### config.mk
export PLATFORM = sky130hd
export DESIGN_NAME = pixelFifo
export DESIGN_NICKNAME = d
export VERILOG_FILES = /design/src/hdl/convImgPkg.sv /design/src/hdl/pixelFifo.sv
export SDC_FILE = /design/constraint.sdc
export NUM_CORES = 2
export LEC_CHECK = 0
export ABC_AREA = 0
export BUFFER_PORTS_ARGS = -buffer_cell sky130_fd_sc_hd__buf_2
export CAP_MARGIN = 20
export CORE_AREA = 5 5 502 504
export CTS_CLUSTER_SIZE = 10
export DETAILED_ROUTE_END_ITERATION = 6
export DIE_AREA = 0 0 507 509
export HOLD_SLACK_MARGIN = 0.06
export PLACE_DENSITY = 0.53
export REMOVE_ABC_BUFFERS = 1
export SLEW_MARGIN = 10
export SYNTH_ARGS = -nofsm -noshare
export SYNTH_HDL_FRONTEND = slang
export SYNTH_SLANG_ARGS = --single-unit
### constraint.sdc
create_clock -name i_CLK -period 5 [get_ports i_CLK]
set_input_delay 1 -clock i_CLK [delete_from_list [all_inputs] [get_ports i_CLK]]
set_output_delay 1 -clock i_CLK [all_outputs]
set_load 0.05 [all_outputs]
### src/hdl/convImgPkg.sv
`default_nettype none

package convImgPkg;

  ////////////////////////////////////////
  // Widths and depths
  ////////////////////////////////////////

  // GPIO side
  localparam int GPIO_W    = 32;
  localparam int OP_W      = 3;
  localparam int PAYLOAD_W = 24;

  // Pixel and kernel data
  localparam int PIX_W  = 8;
  localparam int COEF_W = 8;
  // Signed coefficient times zero-extended pixel
  localparam int PROD_W = COEF_W + PIX_W + 1;
  // Three products summed
  localparam int RES_W  = 18;

  // Line buffer and result store
  localparam int BUF_DEPTH = 256;
  localparam int ADDR_W    = 8;
  // Length field as carried in the command word
  localparam int LEN_W     = 11;

  ////////////////////////////////////////
  // Command encoding
  ////////////////////////////////////////

  // Codes 5 to 7 are ignored by the decoder
  typedef enum logic [OP_W-1:0] {
    OP_KERNEL = 3'd0,
    OP_LENGTH = 3'd1,
    OP_PIXEL  = 3'd2,
    OP_READ   = 3'd3,
    OP_START  = 3'd4
  } opcode_e;

  // k0 in the low byte
  typedef struct packed {
    logic signed [COEF_W-1:0] k2;
    logic signed [COEF_W-1:0] k1;
    logic signed [COEF_W-1:0] k0;
  } kernel_t;

  // Length, pixel or read address view
  typedef struct packed {
    logic [4:0]       spare;
    logic [LEN_W-1:0] length;
    logic [PIX_W-1:0] value;
  } payloadFields_t;

  typedef union packed {
    kernel_t        kernel;
    payloadFields_t fields;
  } payload_u;

  ////////////////////////////////////////
  // Block to block bundles
  ////////////////////////////////////////

  typedef struct packed {
    logic [PIX_W-1:0] pixel;
    logic             last;
  } pixelBeat_t;

  typedef struct packed {
    logic            start;
    kernel_t         kernel;
    logic [ADDR_W:0] length;
  } convCtrl_t;

  typedef struct packed {
    logic              valid;
    logic [ADDR_W-1:0] addr;
  } readReq_t;

  typedef struct packed {
    logic                    valid;
    logic signed [RES_W-1:0] data;
  } readResp_t;

endpackage

`default_nettype wire

### src/hdl/pixelFifo.sv
`timescale 1ns/1ps
`default_nettype none

module pixelFifo (
  input  wire logic                   i_CLK,
  input  wire logic                   i_rst,
  input  wire convImgPkg::pixelBeat_t i_inBeat,
  input  wire logic                   i_inValid,
  input  wire logic                   i_outReady,
  output logic                        o_inReady,
  output convImgPkg::pixelBeat_t      o_outBeat,
  output logic                        o_outValid
);

  // Beat storage
  convImgPkg::pixelBeat_t mem [convImgPkg::BUF_DEPTH];
  // Pointers wrap naturally at the depth
  logic [convImgPkg::ADDR_W-1:0] wrPtr;
  logic [convImgPkg::ADDR_W-1:0] rdPtr;
  // One extra bit to tell full from empty
  logic [convImgPkg::ADDR_W:0]   fillCount;
  logic push;
  logic pop;

  // Full and empty flags
  assign o_inReady  = (fillCount != (convImgPkg::ADDR_W+1)'(convImgPkg::BUF_DEPTH));
  assign o_outValid = (fillCount != '0);

  assign push = i_inValid & o_inReady;
  assign pop  = o_outValid & i_outReady;

  // Head of queue
  assign o_outBeat = mem[rdPtr];

  always_ff @(posedge i_CLK) begin
    if (push) begin
      mem[wrPtr] <= i_inBeat;
    end
  end

  ////////////////////////////////////////
  // Pointer and fill tracking
  ////////////////////////////////////////

  always_ff @(posedge i_CLK) begin
    if (i_rst) begin
      wrPtr     <= '0;
      rdPtr     <= '0;
      fillCount <= '0;
    end else begin
      if (push) begin
        wrPtr <= wrPtr + 1'b1;
      end
      if (pop) begin
        rdPtr <= rdPtr + 1'b1;
      end
      // Simultaneous push and pop keeps the count
      case ({push, pop})
        2'b10:   fillCount <= fillCount + 1'b1;
        2'b01:   fillCount <= fillCount - 1'b1;
        default: ;
      endcase
    end
  end

endmodule

`default_nettype wire

==> results.md <==
* Placed Area at 97200 um^2
* Largest net degree at the start of global routing at 163
* TritonCTS clock tree: yes
* Nets at slightly below 5k
* Startpoint Class: flip-flop
* CP Class: flip-flop to primary output
* Worst R2R Path Depth at 12
* RePlAce Congestion at approximately 0.87
* Worst-margin pin slew at ~1200 ps
* Min cycle time layout at around 5100 ps
* Maximum VDD drop at around 0.00042 V
* Initial DRC Count at roughly 5.0k
* Die Y at ~510 um
* Yosys reg bits at 2337
* Distinct cells, synth at 69
* Routed WL at about 260000 um
* Synth top area share at roughly three quarters
* Max incr delay on CP at approximately 550 ps
* Failing checks: negative setup slack
* Layout area overhead at 18.2%
* # rows at 183
* Synthesized instance count at between 4k and 5k
* Critical Path RT at 4000 ps
* Ys async rst share at 0%
* Number of enable flip-flop cells after synthesis at 2304
* Worst setup EP type: primary output
* Fill cells at 21.1k
* Worst hold path depth at 2
* Worst hold-check path type: flip-flop to flip-flop
* PD cells at between 400 and 500 nW/um^2
* Clk_skew at about 54 ps
* Post-route ant nets at 0
* Crit path cell chain: buf_12 > buf_12 > buf_12 > nor2b_2 > buf_4 > buf_4 > a22oi_1 > a31oi_1 > nand3_1 > a311oi_1 > buf_4 > a2111oi_4 > buf_6
* Die Wd at 507 um
* Clk slew on worst S/H paths at 60 ps
* Buffers on Ports at 23
* Max Clock Freq at 0.195 GHz
* Area leader, netlist: edfxtp_1
* Final setup fails at 3
* Fin util at 43.4%
* Total CTS buffers at 288
* Seq/Total Area, Yosys at slightly below 80%
* Number of global-route vias before repair at between 40k and 50k
* Io pins at 24
* Number of max-cap violations at 0
* Synth warnings at 0
* Max-slew violations at 0
* Die area at ~260000 um^2
* Origin of the critical flop-to-flop path: fillCount[2]$_SDFFE_PP0P_
* Clock Root Buffer: clkbuf_16
* Initial Util at ~37%
* Initial antenna violation count at 7
* Total GRT Usage at between 10% and 20%
* Status: finished, violations left
* CORE AREA at 247000 um^2
* Most numerous cell in the Yosys netlist: edfxtp_1
* Syn Area/Cell at about 21 um^2
* Tot Pwr at between 40000 and 50000 uW
* Final setup margin at -121 ps
* Wire per inst at a little over 30 um
* Clock Latency Late Sink at slightly above 900 ps
* DR DRC count at 0
* Final Hold Fails at 0
* Cell area after synthesis at 90700 um^2
* Dominant synthesized flop cell: edfxtp_1
* Total number of vias at between 40k and 50k
* Worst r2r dst: fillCount[6]$_SDFFE_PP0P_
* Main area contributors after synthesis: edfxtp_1, mux4_2, mux2i_1
* Worst slew margin at a little under a fifth
* # H-tree levels at 5
* Drt via density at about 5.7
* List of most frequent post-synthesis cells: edfxtp_1, mux4_2, nor2_1, mux2i_1, a22oi_1
* RSZ-0062 raised after global routing: true
* Hold Crit Start: rdPtr[5]$_SDFFE_PP0N_
* Fin crit share at 102%
* Layout cells sized above 1 at between 20% and 30%
* # clock sinks at about 2.3k
* WP data arrival at ~4100 ps
* First-pass GRT wire length at ~360000 um
* DP HPWL at 161000 um
* Pre-CTS WS at -393 ps
* Grt ovf at 0
* Cts hold-fix bufs at 0
* Crit-path slowest cell: nor2b_2
* Critical-path maximum fanout at 6
* Final Instance Area at 107000 um^2
* Setup slack, reg-to-reg at between 500 and 600 ps
* 1st-pass router iterations at 6
* Leakage power at ~0.033 uW
* Max clock buf depth at 4
-- how the worst max path moves through the flow --
stage	start	to	cells past startpoint
2_1_floorplan	flip-flop	o_outBeat[7]	6
3_3_place_gp	flip-flop	o_outBeat[2]	10
3_5_place_dp	flip-flop	o_outBeat[0]	10
4_1_cts	flip-flop	o_outBeat[6]	13
5_1_grt	flip-flop	o_outBeat[4]	12
6_report	flip-flop	o_outBeat[1]	13
-- cells in the final DEF, fill, tap and decap left out, drive strengths merged, types with 6 or more instances in the layout --
master and n:
a211oi 15, a21oi 51, a221oi 19, a22o 16
a22oi 163, a31oi 8, and2 8, buf 511
bufbuf 8, clkbuf 345, clkinv 8, dfxtp 33
diode 7, edfxtp 2304, ha 9, inv 13
mux2 8, mux2i 219, mux4 480, nand2 84
nand2b 12, nand3 51, nand3b 6, nand4 19
nor2 314, nor2b 20, nor3 40, nor4 27
o211ai 26, o21ai 25, o22ai 81, or3 9
xor2 12
-- where the power goes --
part	switching, uW	internal [uW]
sequential	96.5	21600
combinational	4430	4040
clock	7360	10600
total	11900	36200
-- flip-flops by register name (all words and copies together) (netlist names), named ones only --
signal     flops
mem         2304
fillCount      9
rdPtr          8
wrPtr          8
-- stage by stage --
| stage | cells | hold WS [ps] | setup TNS, ps |
|---|---|---|---|
| floorplan | 4138 | 465 | -180980 |
| global placement | 7819 | 480 | -2150 |
| detailed placement | 7822 | 498 | -1120 |
| CTS | 8234 | 505 | -320 |
| global route | 8255 | 546 | -919 |
| finish | 8260 | 511 | -238 |
-- timing repair --
item	CTS	global route
gates cloned	9	1
setup endpoints to repair	9	9
setup buffers	54	13
pin swaps	30	27
resized for setup	214	37
-- worst max-delay path: cells and delay by family (launching register included) --
kind | cells | cell delay [ps]
and+or+nand+nor | 2 | 650
DFF | 1 | 360
AOI/OAI and AO/OA | 4 | 730
buffers and inverters | 7 | 1420
-- cell families after synthesis --
kind of cell	share of synthesized area, %
simple gates	3.15
compound gates	3.36
mux	14.4
flops	77.0
buf+inv	1.79
fa+ha+maj	0.124
xor+xnor	0.164
-- layer usage --
metal  share of wire [%]  vias to the layer above  global-route usage (%)
li1                    -                    19300                       -
met1                  43                    25300                    28.1
met2                  48                     1852                    31.2
met3                 7.1                      337                    3.84
met4                 2.4                        2                    5.11
met5              0.0051                        -                       0
-- layout make-up --
type                    instances  area (um^2)  share of cell area, %
diodes                          7         17.5                 0.0163
clock buffers                 340         7570                   7.06
clock inverters                14          120                  0.112
inverters                       9         36.3                 0.0338
multi-input cells            1792        20300                   18.9
flip-flops and latches       2337        69900                   65.2
well taps                    3237         4050                   3.78
repair buffers                524         5270                   4.92
Note: power is estimated with default switching activity, not from simulation.
