## config.mk

```make
export PLATFORM = sky130hd
export DESIGN_NAME = gpioCommandDecoder
export DESIGN_NICKNAME = d
export VERILOG_FILES = /design/src/hdl/convImgPkg.sv /design/src/hdl/gpioCommandDecoder.sv
export SDC_FILE = /design/constraint.sdc
export NUM_CORES = 1
export LEC_CHECK = 0
export BUFFER_PORTS_ARGS = -buffer_cell sky130_fd_sc_hd__buf_2
export CAP_MARGIN = 10
export CORE_MARGIN = 2
export CORE_UTILIZATION = 25
export DETAILED_ROUTE_END_ITERATION = 16
export PLACE_DENSITY = 0.47
export SLEW_MARGIN = 25
export SYNTH_ARGS = -nofsm -noshare
export SYNTH_HDL_FRONTEND = slang
export SYNTH_SLANG_ARGS = --single-unit
```

## constraint.sdc

```tcl
create_clock -name i_CLK -period 2.1 [get_ports i_CLK]
set_input_delay 0.315 -clock i_CLK [delete_from_list [all_inputs] [get_ports i_CLK]]
set_output_delay 0.315 -clock i_CLK [all_outputs]
set_load 0.05 [all_outputs]
```

## src/hdl/convImgPkg.sv

```systemverilog
`default_nettype none

package convImgPkg;

  ////////////////////////////////////////
  // Widths and depths
  ////////////////////////////////////////

  // GPIO side
  localparam int GPIO_W    = 32;
  localparam int OP_W      = 3;
  localparam int PAYLOAD_W = 24;

  // Pixel and kernel data
  localparam int PIX_W  = 8;
  localparam int COEF_W = 8;
  // Signed coefficient times zero-extended pixel
  localparam int PROD_W = COEF_W + PIX_W + 1;
  // Three products summed
  localparam int RES_W  = 18;

  // Line buffer and result store
  localparam int BUF_DEPTH = 256;
  localparam int ADDR_W    = 8;
  // Length field as carried in the command word
  localparam int LEN_W     = 11;

  ////////////////////////////////////////
  // Command encoding
  ////////////////////////////////////////

  // Codes 5 to 7 are ignored by the decoder
  typedef enum logic [OP_W-1:0] {
    OP_KERNEL = 3'd0,
    OP_LENGTH = 3'd1,
    OP_PIXEL  = 3'd2,
    OP_READ   = 3'd3,
    OP_START  = 3'd4
  } opcode_e;

  // k0 in the low byte
  typedef struct packed {
    logic signed [COEF_W-1:0] k2;
    logic signed [COEF_W-1:0] k1;
    logic signed [COEF_W-1:0] k0;
  } kernel_t;

  // Length, pixel or read address view
  typedef struct packed {
    logic [4:0]       spare;
    logic [LEN_W-1:0] length;
    logic [PIX_W-1:0] value;
  } payloadFields_t;

  typedef union packed {
    kernel_t        kernel;
    payloadFields_t fields;
  } payload_u;

  ////////////////////////////////////////
  // Block to block bundles
  ////////////////////////////////////////

  typedef struct packed {
    logic [PIX_W-1:0] pixel;
    logic             last;
  } pixelBeat_t;

  typedef struct packed {
    logic            start;
    kernel_t         kernel;
    logic [ADDR_W:0] length;
  } convCtrl_t;

  typedef struct packed {
    logic              valid;
    logic [ADDR_W-1:0] addr;
  } readReq_t;

  typedef struct packed {
    logic                    valid;
    logic signed [RES_W-1:0] data;
  } readResp_t;

endpackage

`default_nettype wire

```

## src/hdl/gpioCommandDecoder.sv

```systemverilog
`timescale 1ns/1ps
`default_nettype none

module gpioCommandDecoder (
  input  wire logic                   i_CLK,
  input  wire logic                   i_rst,
  input  wire logic                   i_gpioValid,
  input  wire convImgPkg::opcode_e    i_gpioOpcode,
  input  wire convImgPkg::payload_u   i_gpioPayload,
  input  wire logic                   i_pixReady,
  input  wire convImgPkg::readResp_t  i_readResp,
  input  wire logic                   i_convDone,
  output convImgPkg::pixelBeat_t      o_pixBeat,
  output logic                        o_pixValid,
  output convImgPkg::convCtrl_t       o_convCtrl,
  output convImgPkg::readReq_t        o_readReq,
  output logic [convImgPkg::GPIO_W-1:0] o_gpioData,
  output logic                        o_busy,
  output logic                        o_done
);

  // Strobe sampling and edge pulse
  logic validQ1;
  logic validQ2;
  logic cmdStrobe;
  // Command word captured with the edge
  convImgPkg::opcode_e  cmdOp;
  convImgPkg::payload_u cmdPayload;
  // Configuration held for the next run
  convImgPkg::kernel_t  kernReg;
  logic [convImgPkg::ADDR_W:0] lenReg;
  logic [convImgPkg::ADDR_W:0] clipLen;
  // Pixels accepted since the last start
  logic [convImgPkg::ADDR_W:0] pixCount;
  logic [convImgPkg::ADDR_W:0] nextCount;
  logic startQ;
  logic reqValid;
  logic [convImgPkg::ADDR_W-1:0] reqAddr;
  logic pixAccept;
  logic readAccept;

  ////////////////////////////////////////
  // Strobe edge detect
  ////////////////////////////////////////

  always_ff @(posedge i_CLK) begin
    if (i_rst) begin
      validQ1   <= 1'b0;
      validQ2   <= 1'b0;
      cmdStrobe <= 1'b0;
    end else begin
      validQ1   <= i_gpioValid;
      validQ2   <= validQ1;
      // One pulse per rising edge
      cmdStrobe <= validQ1 & ~validQ2;
    end
  end

  // Opcode and payload are stable around the strobe
  always_ff @(posedge i_CLK) begin
    cmdOp      <= i_gpioOpcode;
    cmdPayload <= i_gpioPayload;
  end

  // Lengths beyond the line buffer saturate
  always_comb begin
    if (cmdPayload.fields.length > convImgPkg::LEN_W'(convImgPkg::BUF_DEPTH)) begin
      clipLen = (convImgPkg::ADDR_W+1)'(convImgPkg::BUF_DEPTH);
    end else begin
      clipLen = cmdPayload.fields.length[convImgPkg::ADDR_W:0];
    end
  end

  assign nextCount = pixCount + 1'b1;

  // Only one pending pixel, none past the stored length
  assign pixAccept = cmdStrobe && !o_busy && (cmdOp == convImgPkg::OP_PIXEL) &&
                     !o_pixValid && (pixCount < lenReg);
  // Readback also allowed during a run
  assign readAccept = cmdStrobe && (cmdOp == convImgPkg::OP_READ);

  ////////////////////////////////////////
  // Command decode and run state
  ////////////////////////////////////////

  always_ff @(posedge i_CLK) begin
    if (i_rst) begin
      kernReg    <= '0;
      lenReg     <= '0;
      pixCount   <= '0;
      o_pixValid <= 1'b0;
      startQ     <= 1'b0;
      reqValid   <= 1'b0;
      o_busy     <= 1'b0;
      o_done     <= 1'b0;
    end else begin
      startQ   <= 1'b0;
      reqValid <= readAccept;
      // Pending beat leaves on handshake
      if (o_pixValid && i_pixReady) begin
        o_pixValid <= 1'b0;
      end
      if (pixAccept) begin
        o_pixValid <= 1'b1;
        pixCount   <= nextCount;
      end
      // Loads locked out while running
      if (cmdStrobe && !o_busy) begin
        case (cmdOp)
          convImgPkg::OP_KERNEL: kernReg <= cmdPayload.kernel;
          convImgPkg::OP_LENGTH: lenReg <= clipLen;
          convImgPkg::OP_START: begin
            startQ   <= 1'b1;
            o_busy   <= 1'b1;
            o_done   <= 1'b0;
            pixCount <= '0;
          end
          default: ;
        endcase
      end
      // Run finished, move to the out state
      if (o_busy && i_convDone) begin
        o_busy <= 1'b0;
        o_done <= 1'b1;
      end
    end
  end

  // Pixel beat and read address payloads
  always_ff @(posedge i_CLK) begin
    if (pixAccept) begin
      o_pixBeat.pixel <= cmdPayload.fields.value;
      o_pixBeat.last  <= (nextCount == lenReg);
    end
    if (readAccept) begin
      reqAddr <= cmdPayload.fields.value;
    end
  end

  // Result word, sign extended, held until the next read
  always_ff @(posedge i_CLK) begin
    if (i_rst) begin
      o_gpioData <= '0;
    end else if (i_readResp.valid) begin
      o_gpioData <= {{(convImgPkg::GPIO_W-convImgPkg::RES_W){i_readResp.data[convImgPkg::RES_W-1]}},
                     i_readResp.data};
    end
  end

  assign o_convCtrl = '{start: startQ, kernel: kernReg, length: lenReg};
  assign o_readReq  = '{valid: reqValid, addr: reqAddr};

endmodule

`default_nettype wire

```

==> results.yml, run 1 <==
synthesis:
  synth_xor_area_frac: 0.0168
  synth_fa_ha_area_frac: 0.0300
  muxShareOfSynthArea: 0.0456
  synth-seq-cells: 112
  yosys.area_share.simple: 0.159
  syn_inst: 406
  ys_warn_count: 0
  synthArstFlopShare: 0
  synth_top_area_share: 0.456
  synth_edf_count: 17
  synth_top_area_cell: "dfxtp_1"
  synth_compound_area_frac: 0.105
  ys_types: 48
  synthesis.nets: 467
  syn_area_sq_mm: 0.00417
  avgSynthCellArea_sq_um: 10.3
  synth_top_family_by_area: "simple AND/OR/NAND/NOR gates"
  seq_area_frac_synth: 0.578
  ys.flop_type: "dfxtp_1"
  ys_top_cells_by_area: "dfxtp_1, edfxtp_1, nand2_1, mux2i_1, a21oi_1"
drt:
  route.final.wire_length_um: 10800
  vias: 3290
  firstDrtPassIters: 4
  drc_errors: 0
  via_per_inst: 4.33
  drt_iter0_markers: 127
  wl_per_cell_um: 14.3
  ant_nets: 0
critical_path:
  worst_setup_path_start_kind: "flip-flop"
  slowest_stage: "or4_1"
  rr_startpoint: "pixCount[2]"
  r2r_end: "o_pixBeat[0]"
  path_buf_inv: 1
  ff2ff_path_depth: 5
  arrival_ns: 2.15
  cp_top_family: "simple AND/OR/NAND/NOR gates"
  cpPeakStageDelay_ns: 0.52
  worst-path-max-fanout: 7
  reg2reg_slack_ns: 0.11
  crit_type: "reg2reg"
  cp_data_required_time_ns: 2.26
  path_cells: "buf_4, and4_2, nand2_1, or4_1, a221oi_2"
  path_depth: 5
  cp-end-kind: "flip-flop"
clock_network:
  htreeDepth: 3
  cts_tree: "yes"
  clockBufferDepth: 2
  cts_hold_buf: 0
  postCtsSetupRepairBufs: 0
  clk_pin_slew_ns: 0.08
  clock_latency_ns: 0.35
  cts_made_buffers: 9
  cts.sinks: 112
  root_buffer: "clkbuf_16"
global_routing:
  antenna_found_initial: 0
  grt_pass1_vias: 3104
  grt_usage: 0.123
  grt_first_pass_wirelength_um: 17000
  grt_max_degree: 34
  grt-ovfl-total: 0
floorplanning:
  die_h_um: 133
  design.die.area_sq_mm: 0.0177
  rows: 47
  fp.dieW_um: 133
  coreArea_sq_mm: 0.0165
  start_util: 0.253
  pin_count: 138
timing:
  tns_ns: 0
  post-route-min-period_ns: 1.99
  slew_headroom: 0.604
  setup_viol: 0
  holdWs_ns: 0.0529
  post-route-period-util: 0.946
  rsz0062_at_grt: "no"
  tightest_slew_ns: 0.594
  slew_viol_final: 0
  skew_ns: 0.00872
  max_freq_mhz: 503
  hold_violations: 0
place:
  dpl_cell_area_sq_mm: 0.00505
  portBuffers: 137
  gp_congestion: 0.854
  dp_hpwl_um: 8120
power_and_ir_drop:
  vdd_drop_max_mv: 0.377
  power.leakage_nw: 2.33
  powerDensity_mw_per_mm2: 807
final_layout:
  nNetsFinal: 595
  finalInstanceArea_sq_mm: 0.00537
  syn_to_final_growth_pct: 28.7
  fillerInstances: 1720
  num_antenna_cells: 0
  drive_above_1_share: 0.353
run:
  maxCapViolCount: 0
hold_path:
  holdPathEnd: "cmdPayload[2]"
  hold_class: "in2reg"
  hold_path_depth: 1
  min_from: "i_gpioPayload[2]"
outcome:
  status: "completed"
timing repair:
| item | CTS | global route |
|---|---|---|
| endpoints found under the setup margin | 1 | 15 |
| pin swaps | 0 | 2 |
| resized for setup | 1 | 5 |
flip-flops by register name (all words and copies together) (netlist names):
signal / count
cmdPayload: 24
o_convCtrl: 24
o_gpioData: 18
lenReg: 9
o_pixBeat: 9
pixCount: 9
reqAddr: 8
cmdOp: 3
cmdStrobe: 1
o_busy: 1
o_done: 1
o_pixValid: 1
reqValid: 1
startQ: 1
validQ1: 1
validQ2: 1
Yosys cell counts, types with 2 or more instances:
| master | instances |
|---|---|
| buf_4 | 17 |
| edfxtp_1 | 17 |
| o21a_1 | 2 |
| o21ai_0 | 6 |
| mux2i_1 | 19 |
| clkbuf_1 | 12 |
| o31ai_1 | 5 |
| a22oi_1 | 9 |
| nand3_1 | 8 |
| nand2_1 | 59 |
| and3_1 | 2 |
| nor3_1 | 2 |
| xnor2_1 | 5 |
| buf_6 | 3 |
| nor4_1 | 4 |
| nor2b_1 | 5 |
| nand2b_1 | 2 |
| nand4_1 | 3 |
| nor2_1 | 37 |
| or4_1 | 6 |
| xor2_1 | 3 |
| buf_2 | 3 |
| inv_1 | 12 |
| a21oi_1 | 36 |
| and2_1 | 2 |
| a211oi_1 | 2 |
| ha_1 | 10 |
| dfxtp_1 | 95 |
cells in the final DEF, fill, tap and decap left out, types with 3 or more instances in the layout:
master and instances:
nor2_1 36, or4_1 6, nand4_1 3, nor2b_1 5, buf_2 137, a21oi_1 36
dfxtp_1 86, clkbuf_16 9, a22oi_1 9, nor4_1 4, mux2i_1 19, o31ai_1 5
ha_1 10, inv_1 12, xor2_1 3, o21ai_0 6, xnor2_1 5, dfxtp_2 7
nand3_1 8, buf_4 16, nand2_1 59, edfxtp_1 17
where the power goes:
group / switching [mW] / internal, mW
logic: 0.228 / 0.0954
clock network: 0.887 / 0.858
registers: 0.0425 / 2.23
area by class of cell:
type | count | area, sq um | share of cell area
Tap cell | 220 | 275 | 0.0512
Clock inverter | 7 | 80.1 | 0.0149
Sequential cell | 112 | 2430 | 0.452
Inverter | 13 | 48.8 | 0.00908
Multi-Input combinational cell | 245 | 1510 | 0.281
Clock buffer | 9 | 225 | 0.0419
Timing Repair Buffer | 153 | 806 | 0.150
per-layer routing:
layer,wire length [um],share of wire,vias up,global-route usage
li1,-,-,1636,-
met1,4810,0.44,1549,0.152
met2,5260,0.49,97,0.204
met3,612,0.056,8,0.0388
met4,146,0.013,0,0.0408
met5,0,0,-,0
through the flow:
stage	power, mW	instances	worst slack [ns]	util
2_1_floorplan	2.55	406	0.00408	-
3_3_place_gp	2.64	743	0.0617	0.307
3_5_place_dp	2.65	743	-0.0373	0.307
4_1_cts	4.40	759	0.0393	0.326
5_1_grt	4.52	759	0.00479	0.326
6_report	4.34	759	0.113	0.326
how the worst max path moves through the flow:
| stage | start | endpoint |
|---|---|---|
| floorplan | lenReg[2] | pixCount[7] |
| global placement | lenReg[4] | pixCount[4] |
| detailed placement | pixCount[2] | o_pixBeat[0] |
| CTS | lenReg[4] | pixCount[6] |
| global route | pixCount[1] | o_pixBeat[0] |
| finish | pixCount[2] | o_pixBeat[0] |
cells by family (layout without fill, tap and decap cells):
group | count (synthesis) | after routing
compound gates | 69 | 69
xor+xnor | 8 | 8
buf+inv | 49 | 182
fa+ha+maj | 10 | 10
mux | 19 | 19
flops | 112 | 112
simple gates | 139 | 139
Power figures use the tool's default switching activity.
==> run 2, diff against run 1 <==
--- a/config.mk
+++ b/config.mk
@@ -9,7 +9,7 @@
 export CAP_MARGIN = 10
 export CORE_MARGIN = 2
-export CORE_UTILIZATION = 25
+export CORE_UTILIZATION = 45
 export DETAILED_ROUTE_END_ITERATION = 16
-export PLACE_DENSITY = 0.47
+export PLACE_DENSITY = 0.75
 export SLEW_MARGIN = 25
 export SYNTH_ARGS = -nofsm -noshare
==> constraint.sdc (replaced) <==
create_clock -name i_CLK -period 2.1 [get_ports i_CLK]
set_input_delay 0 -clock i_CLK [delete_from_list [all_inputs] [get_ports i_CLK]]
set_output_delay 0 -clock i_CLK [all_outputs]
set_load 0.05 [all_outputs]
==> run 2 against run 1 <==
  * Sequential share of layout area decreased by 2.4 points
  * Register-to-register slack worse by 0.11 ns
  * Critical path depth up 4
  * Clock-buffer cell count is the same
  * Utilization rose by 30 points
  * Critical endpoint is now pixCount[3]
  * Combinational power rose by 23%
==> results.yml, run 2 (synthesized netlist as in run 1, its figures left out) <==
floorplanning:
  rows: 35
  start_util: 0.458
  die_h_um: 100
  pin_count: 138
  fp.dieW_um: 100
  coreArea_sq_mm: 0.00911
  design.die.area_sq_mm: 0.0101
timing:
  setup_viol: 0
  tightest_slew_ns: 0.626
  slew_viol_final: 0
  max_freq_mhz: 478
  slew_headroom: 0.583
  holdWs_ns: 0.166
  post-route-period-util: 0.996
  skew_ns: 0.0178
  fin_ws_ns: 0.00807
  hold_violations: 0
  tns_ns: 0
  post-route-min-period_ns: 2.09
final_layout:
  nNetsFinal: 644
  syn_to_final_growth_pct: 35.9
  final_cell_mix: "buf_2, dfxtp_1, nand2_1"
  final_common_cell: "buf_2"
  fillerInstances: 728
  drive_above_1_share: 0.328
  finalInstanceArea_sq_mm: 0.00567
  num_antenna_cells: 0
critical_path:
  worst-path-max-fanout: 4
  r2r_end: "pixCount[3]"
  ff2ff_path_depth: 9
  cp_data_required_time_ns: 2.38
  worst_setup_path_start_kind: "flip-flop"
  endpoint: "pixCount[3]"
  reg2reg_slack_ns: 0.008
  crit_type: "reg2reg"
  cp-end-kind: "flip-flop"
  crit_start: "lenReg[4]"
  arrival_ns: 2.37
  rr_startpoint: "lenReg[4]"
place:
  gp_congestion: 0.842
  dp_slack_ns: -0.00345
  dpl_cell_area_sq_mm: 0.00490
  dp_hpwl_um: 6780
  portBuffers: 137
clock_network:
  cts_tree: "yes"
  clockBufferDepth: 2
  cts.sinks: 112
  root_buffer: "clkbuf_8"
  clk_pin_slew_ns: 0.12
  cts_made_buffers: 9
  clock_latency_ns: 0.38
  htreeDepth: 3
power_and_ir_drop:
  power_mw: 4.00
  vdd_drop_max_mv: 0.427
  p_switching_mw: 1.12
  p_int_mw: 2.87
  power.leakage_nw: 2.49
  pwr-share-seq: 0.567
  p_clk_frac: 0.333
  switching_share: 0.281
  powerDensity_mw_per_mm2: 704
  p_comb_frac: 0.100
drt:
  drc_errors: 0
  route.final.wire_length_um: 10500
  drt_iter0_markers: 200
  wl_per_cell_um: 15.0
  via_per_inst: 5.08
  vias: 3552
  firstDrtPassIters: 5
  ant_nets: 0
global_routing:
  grt_max_degree: 59
  grt_first_pass_wirelength_um: 15900
  grt_pass1_vias: 3428
  grt_usage: 0.199
  antenna_found_initial: 0
  grt-ovfl-total: 0
run:
  maxCapViolCount: 0
outcome:
  status: "completed"
hold_path:
  hold_class: "in2reg"
-- run 2: changes by cell type in the layout (fill, tap and decap cells not counted), sizes merged --
| cell | change |
|---|---|
| buf | -1 |
| clkinvlp | -1 |
| dlygate4sd3 | +49 |
| clkinv | +1 |
| o21a | +1 |
-- run 2: worst max-delay path: stages, from the launching register on --
cell and delay, ns:
dfxtp_4 0.38, inv_1 0.07, ha_4 0.25, a211oi_2 0.25, nand2_1 0.14, buf_4 0.16, o21ai_0 0.25, buf_4 0.18
a311oi_1 0.08, a31o_2 0.23
-- run 2: routing by layer --
| layer | GRT usage | part of all wire | vias up |
|---|---|---|---|
| met1 | 0.237 | 0.41 | 1648 |
| li1 | - | - | 1745 |
| met5 | 0 | 0 | - |
| met2 | 0.362 | 0.52 | 138 |
| met3 | 0.0320 | 0.050 | 21 |
| met4 | 0.0738 | 0.018 | 0 |
-- run 2: layout make-up --
class	count	area [sq um]	share of cell area
clock buffers	9	124	0.0218
clock inverters	7	88.8	0.0157
inverters	13	48.8	0.00860
multi-input cells	246	1550	0.272
flip-flops and latches	112	2430	0.428
well taps	111	139	0.0245
repair buffers	201	1300	0.229
-- run 2: worst min-delay path by stage --
stage / endpoint / from / depth (start not counted)
6_report: o_gpioData[15] / i_readResp[18] / 3
3_3_place_gp: cmdPayload[4] / i_gpioPayload[4] / 1
5_1_grt: o_gpioData[9] / i_readResp[18] / 3
2_1_floorplan: cmdOp[0] / i_gpioOpcode[0] / 0
4_1_cts: o_gpioData[15] / i_readResp[18] / 3
3_5_place_dp: cmdPayload[20] / i_gpioPayload[20] / 1
-- run 2: power by group through the flow --
stage	Sequential (mW)	Clock, mW	Combinational (mW)
3_3_place_gp	2.31	0	0.318
4_1_cts	2.27	1.35	0.393
3_5_place_dp	2.32	0	0.322
5_1_grt	2.28	1.43	0.420
6_report	2.27	1.33	0.398
2_1_floorplan	2.39	0	0.156
-- run 2: what timing repair did --
| action | 4_1_cts | 5_1_grt |
|---|---|---|
| setup endpoints to repair | 5 | 16 |
| gates resized for setup | 1 | 8 |
| setup buffers | 0 | 2 |
| gates cloned | 0 | 1 |
| endpoints found under the hold margin | 49 | 0 |
| pin swaps | 0 | 3 |
| hold buffers | 49 | 0 |
-- run 2: metrics by stage --
step / utilization / cells
after floorplan: - / 406
after global placement: 0.538 / 631
after detailed placement: 0.538 / 631
after CTS: 0.616 / 696
after global routing: 0.623 / 699
final: 0.623 / 699
==> run 3, diff against run 2 <==
Settings changed: RECOVER_POWER set to 25.
==> run 3 against run 2 <==
  * Die area stayed put
  * Worst setup slack worse by 0.0017 ns
  * Sequential power barely moved
  * Combinational power barely moved
  * Maximum frequency about the same
  * Design area shrank 0.22%
  * Largest power group unchanged
  * Highest routed layer unchanged
==> results.yml, run 3 (synthesized netlist as in run 1, its figures left out) <==
clock_network:
  clockBufferDepth: 2
  htreeDepth: 3
  cts.sinks: 112
  clk_pin_slew_ns: 0.12
  cts_tree: "yes"
  clock_latency_ns: 0.38
  root_buffer: "clkbuf_8"
  cts_made_buffers: 9
timing:
  slew_viol_final: 0
  post-route-min-period_ns: 2.09
  hold_violations: 0
  setup_viol: 0
  post-route-period-util: 0.997
  max_freq_mhz: 478
  skew_ns: 0.0172
  slew_headroom: 0.581
  tightest_slew_ns: 0.628
  tns_ns: 0
power_and_ir_drop:
  vdd_drop_max_mv: 0.427
  p_comb_frac: 0.099
  p_switching_mw: 1.12
  powerDensity_mw_per_mm2: 706
  power.leakage_nw: 2.46
  pwr-share-seq: 0.567
  power_mw: 4.00
  p_int_mw: 2.87
  switching_share: 0.281
  p_clk_frac: 0.333
floorplanning:
  rows: 35
  pin_count: 138
  die_h_um: 100
  fp.dieW_um: 100
  coreArea_sq_mm: 0.00911
  design.die.area_sq_mm: 0.0101
  start_util: 0.458
critical_path:
  cp_data_required_time_ns: 2.38
  reg2reg_slack_ns: 0.006
  path_buf_inv: 3
  arrival_ns: 2.37
  crit_top_cell: "buf_4"
  cpPeakStageDelay_ns: 0.38
  worst-path-max-fanout: 4
  worst_setup_path_start_kind: "flip-flop"
  crit_type: "reg2reg"
  slowest_stage: "dfxtp_4"
  r2r_end: "pixCount[3]"
  ff2ff_path_depth: 9
  cp-end-kind: "flip-flop"
  path_cells: "inv_1, ha_4, a211oi_2, nand2_1, buf_4, o21ai_0, buf_4, a311oi_1, a31o_2"
  cp_top_family: "compound AO/OA/AOI/OAI gates"
  rr_startpoint: "lenReg[4]"
global_routing:
  grt_first_pass_wirelength_um: 15900
  grt-ovfl-total: 0
  grt_pass1_vias: 3428
  antenna_found_initial: 0
  grt_usage: 0.199
  grt_max_degree: 59
place:
  dp.cells: 631
  gp_congestion: 0.842
  portBuffers: 137
  dp_hpwl_um: 6780
hold_path:
  hold_path_depth: 3
  holdPathEnd: "o_gpioData[15]"
  min_from: "i_readResp[18]"
  hold_class: "in2reg"
final_layout:
  nNetsFinal: 644
  fin_cells: 699
  drive_above_1_share: 0.311
  final_util: 0.621
  final_cell_mix: "buf_2, dfxtp_1, nand2_1"
  syn_to_final_growth_pct: 35.6
  final_common_cell: "buf_2"
  num_antenna_cells: 0
run:
  maxCapViolCount: 0
drt:
  drt_iter0_markers: 196
  wl_per_cell_um: 15.0
  ant_nets: 0
  firstDrtPassIters: 5
  route.final.wire_length_um: 10500
  vias: 3558
  drc_errors: 0
  via_per_inst: 5.09
outcome:
  status: "completed"
[run 3: cell types whose count changed in the layout (fill, tap and decap cells not counted)]
cell      change
buf_2        -10
clkbuf_1     +10
[run 3: routing by layer]
metal | global-route usage | wire length (um) | up-vias
li1 | - | - | 1747
met1 | 0.237 | 4340 | 1652
met2 | 0.362 | 5410 | 136
met3 | 0.0320 | 524 | 23
met4 | 0.0738 | 226 | 0
met5 | 0 | 0 | -
[run 3: power groups by stage]
stage	logic, mW	clock network, mW	registers [mW]
floorplan	0.156	0	2.39
global placement	0.318	0	2.31
detailed placement	0.322	0	2.32
CTS	0.393	1.35	2.27
global route	0.419	1.43	2.28
finish	0.397	1.33	2.27
[run 3: worst max-delay path by stage]
stage                     slack (ns)  depth (start not counted)           to  startpoint
after global routing           -0.13                          9  pixCount[3]   lenReg[4]
after CTS                       0.02                          7  pixCount[5]   lenReg[4]
final                          0.006                          9  pixCount[3]   lenReg[4]
after floorplan                0.004                          8  pixCount[7]   lenReg[2]
after global placement          0.06                          7  pixCount[4]   lenReg[4]
after detailed placement      -0.003                          7  pixCount[4]   lenReg[4]
[run 3: cell type report]
class / count / area (sq um)
Clock buffer: 9 / 124
Clock inverter: 7 / 88.8
Fill cell: 736 / 3450
Inverter: 13 / 48.8
Multi-Input combinational cell: 246 / 1550
Sequential cell: 112 / 2430
Tap cell: 111 / 139
Timing Repair Buffer: 201 / 1290
[run 3: worst reg2reg max path, delay by kind of cell, from the launching register on]
kind / cells / cell delay, ns
compound gates: 4 / 0.82
buf+inv: 3 / 0.41
flops: 1 / 0.38
fa+ha+maj: 1 / 0.25
simple gates: 1 / 0.14
[run 3: stage by stage]
stage	hold WS (ns)	instance area (sq um)	setup slack, ns
after global routing	0.169	5660	-0.131
after CTS	0.162	5610	0.0234
after floorplan	0.0277	4200	0.00408
after detailed placement	0.104	4900	-0.00345
after global placement	0.103	4900	0.0598
final	0.164	5660	0.00639
[run 3: timing repair]
action	4_1_cts	5_1_grt
gates cloned	0	1
hold buffers	49	0
setup endpoints to repair	5	16
setup buffers	0	2
pin swaps	0	3
gates resized for setup	1	8
endpoints found under the hold margin	49	0
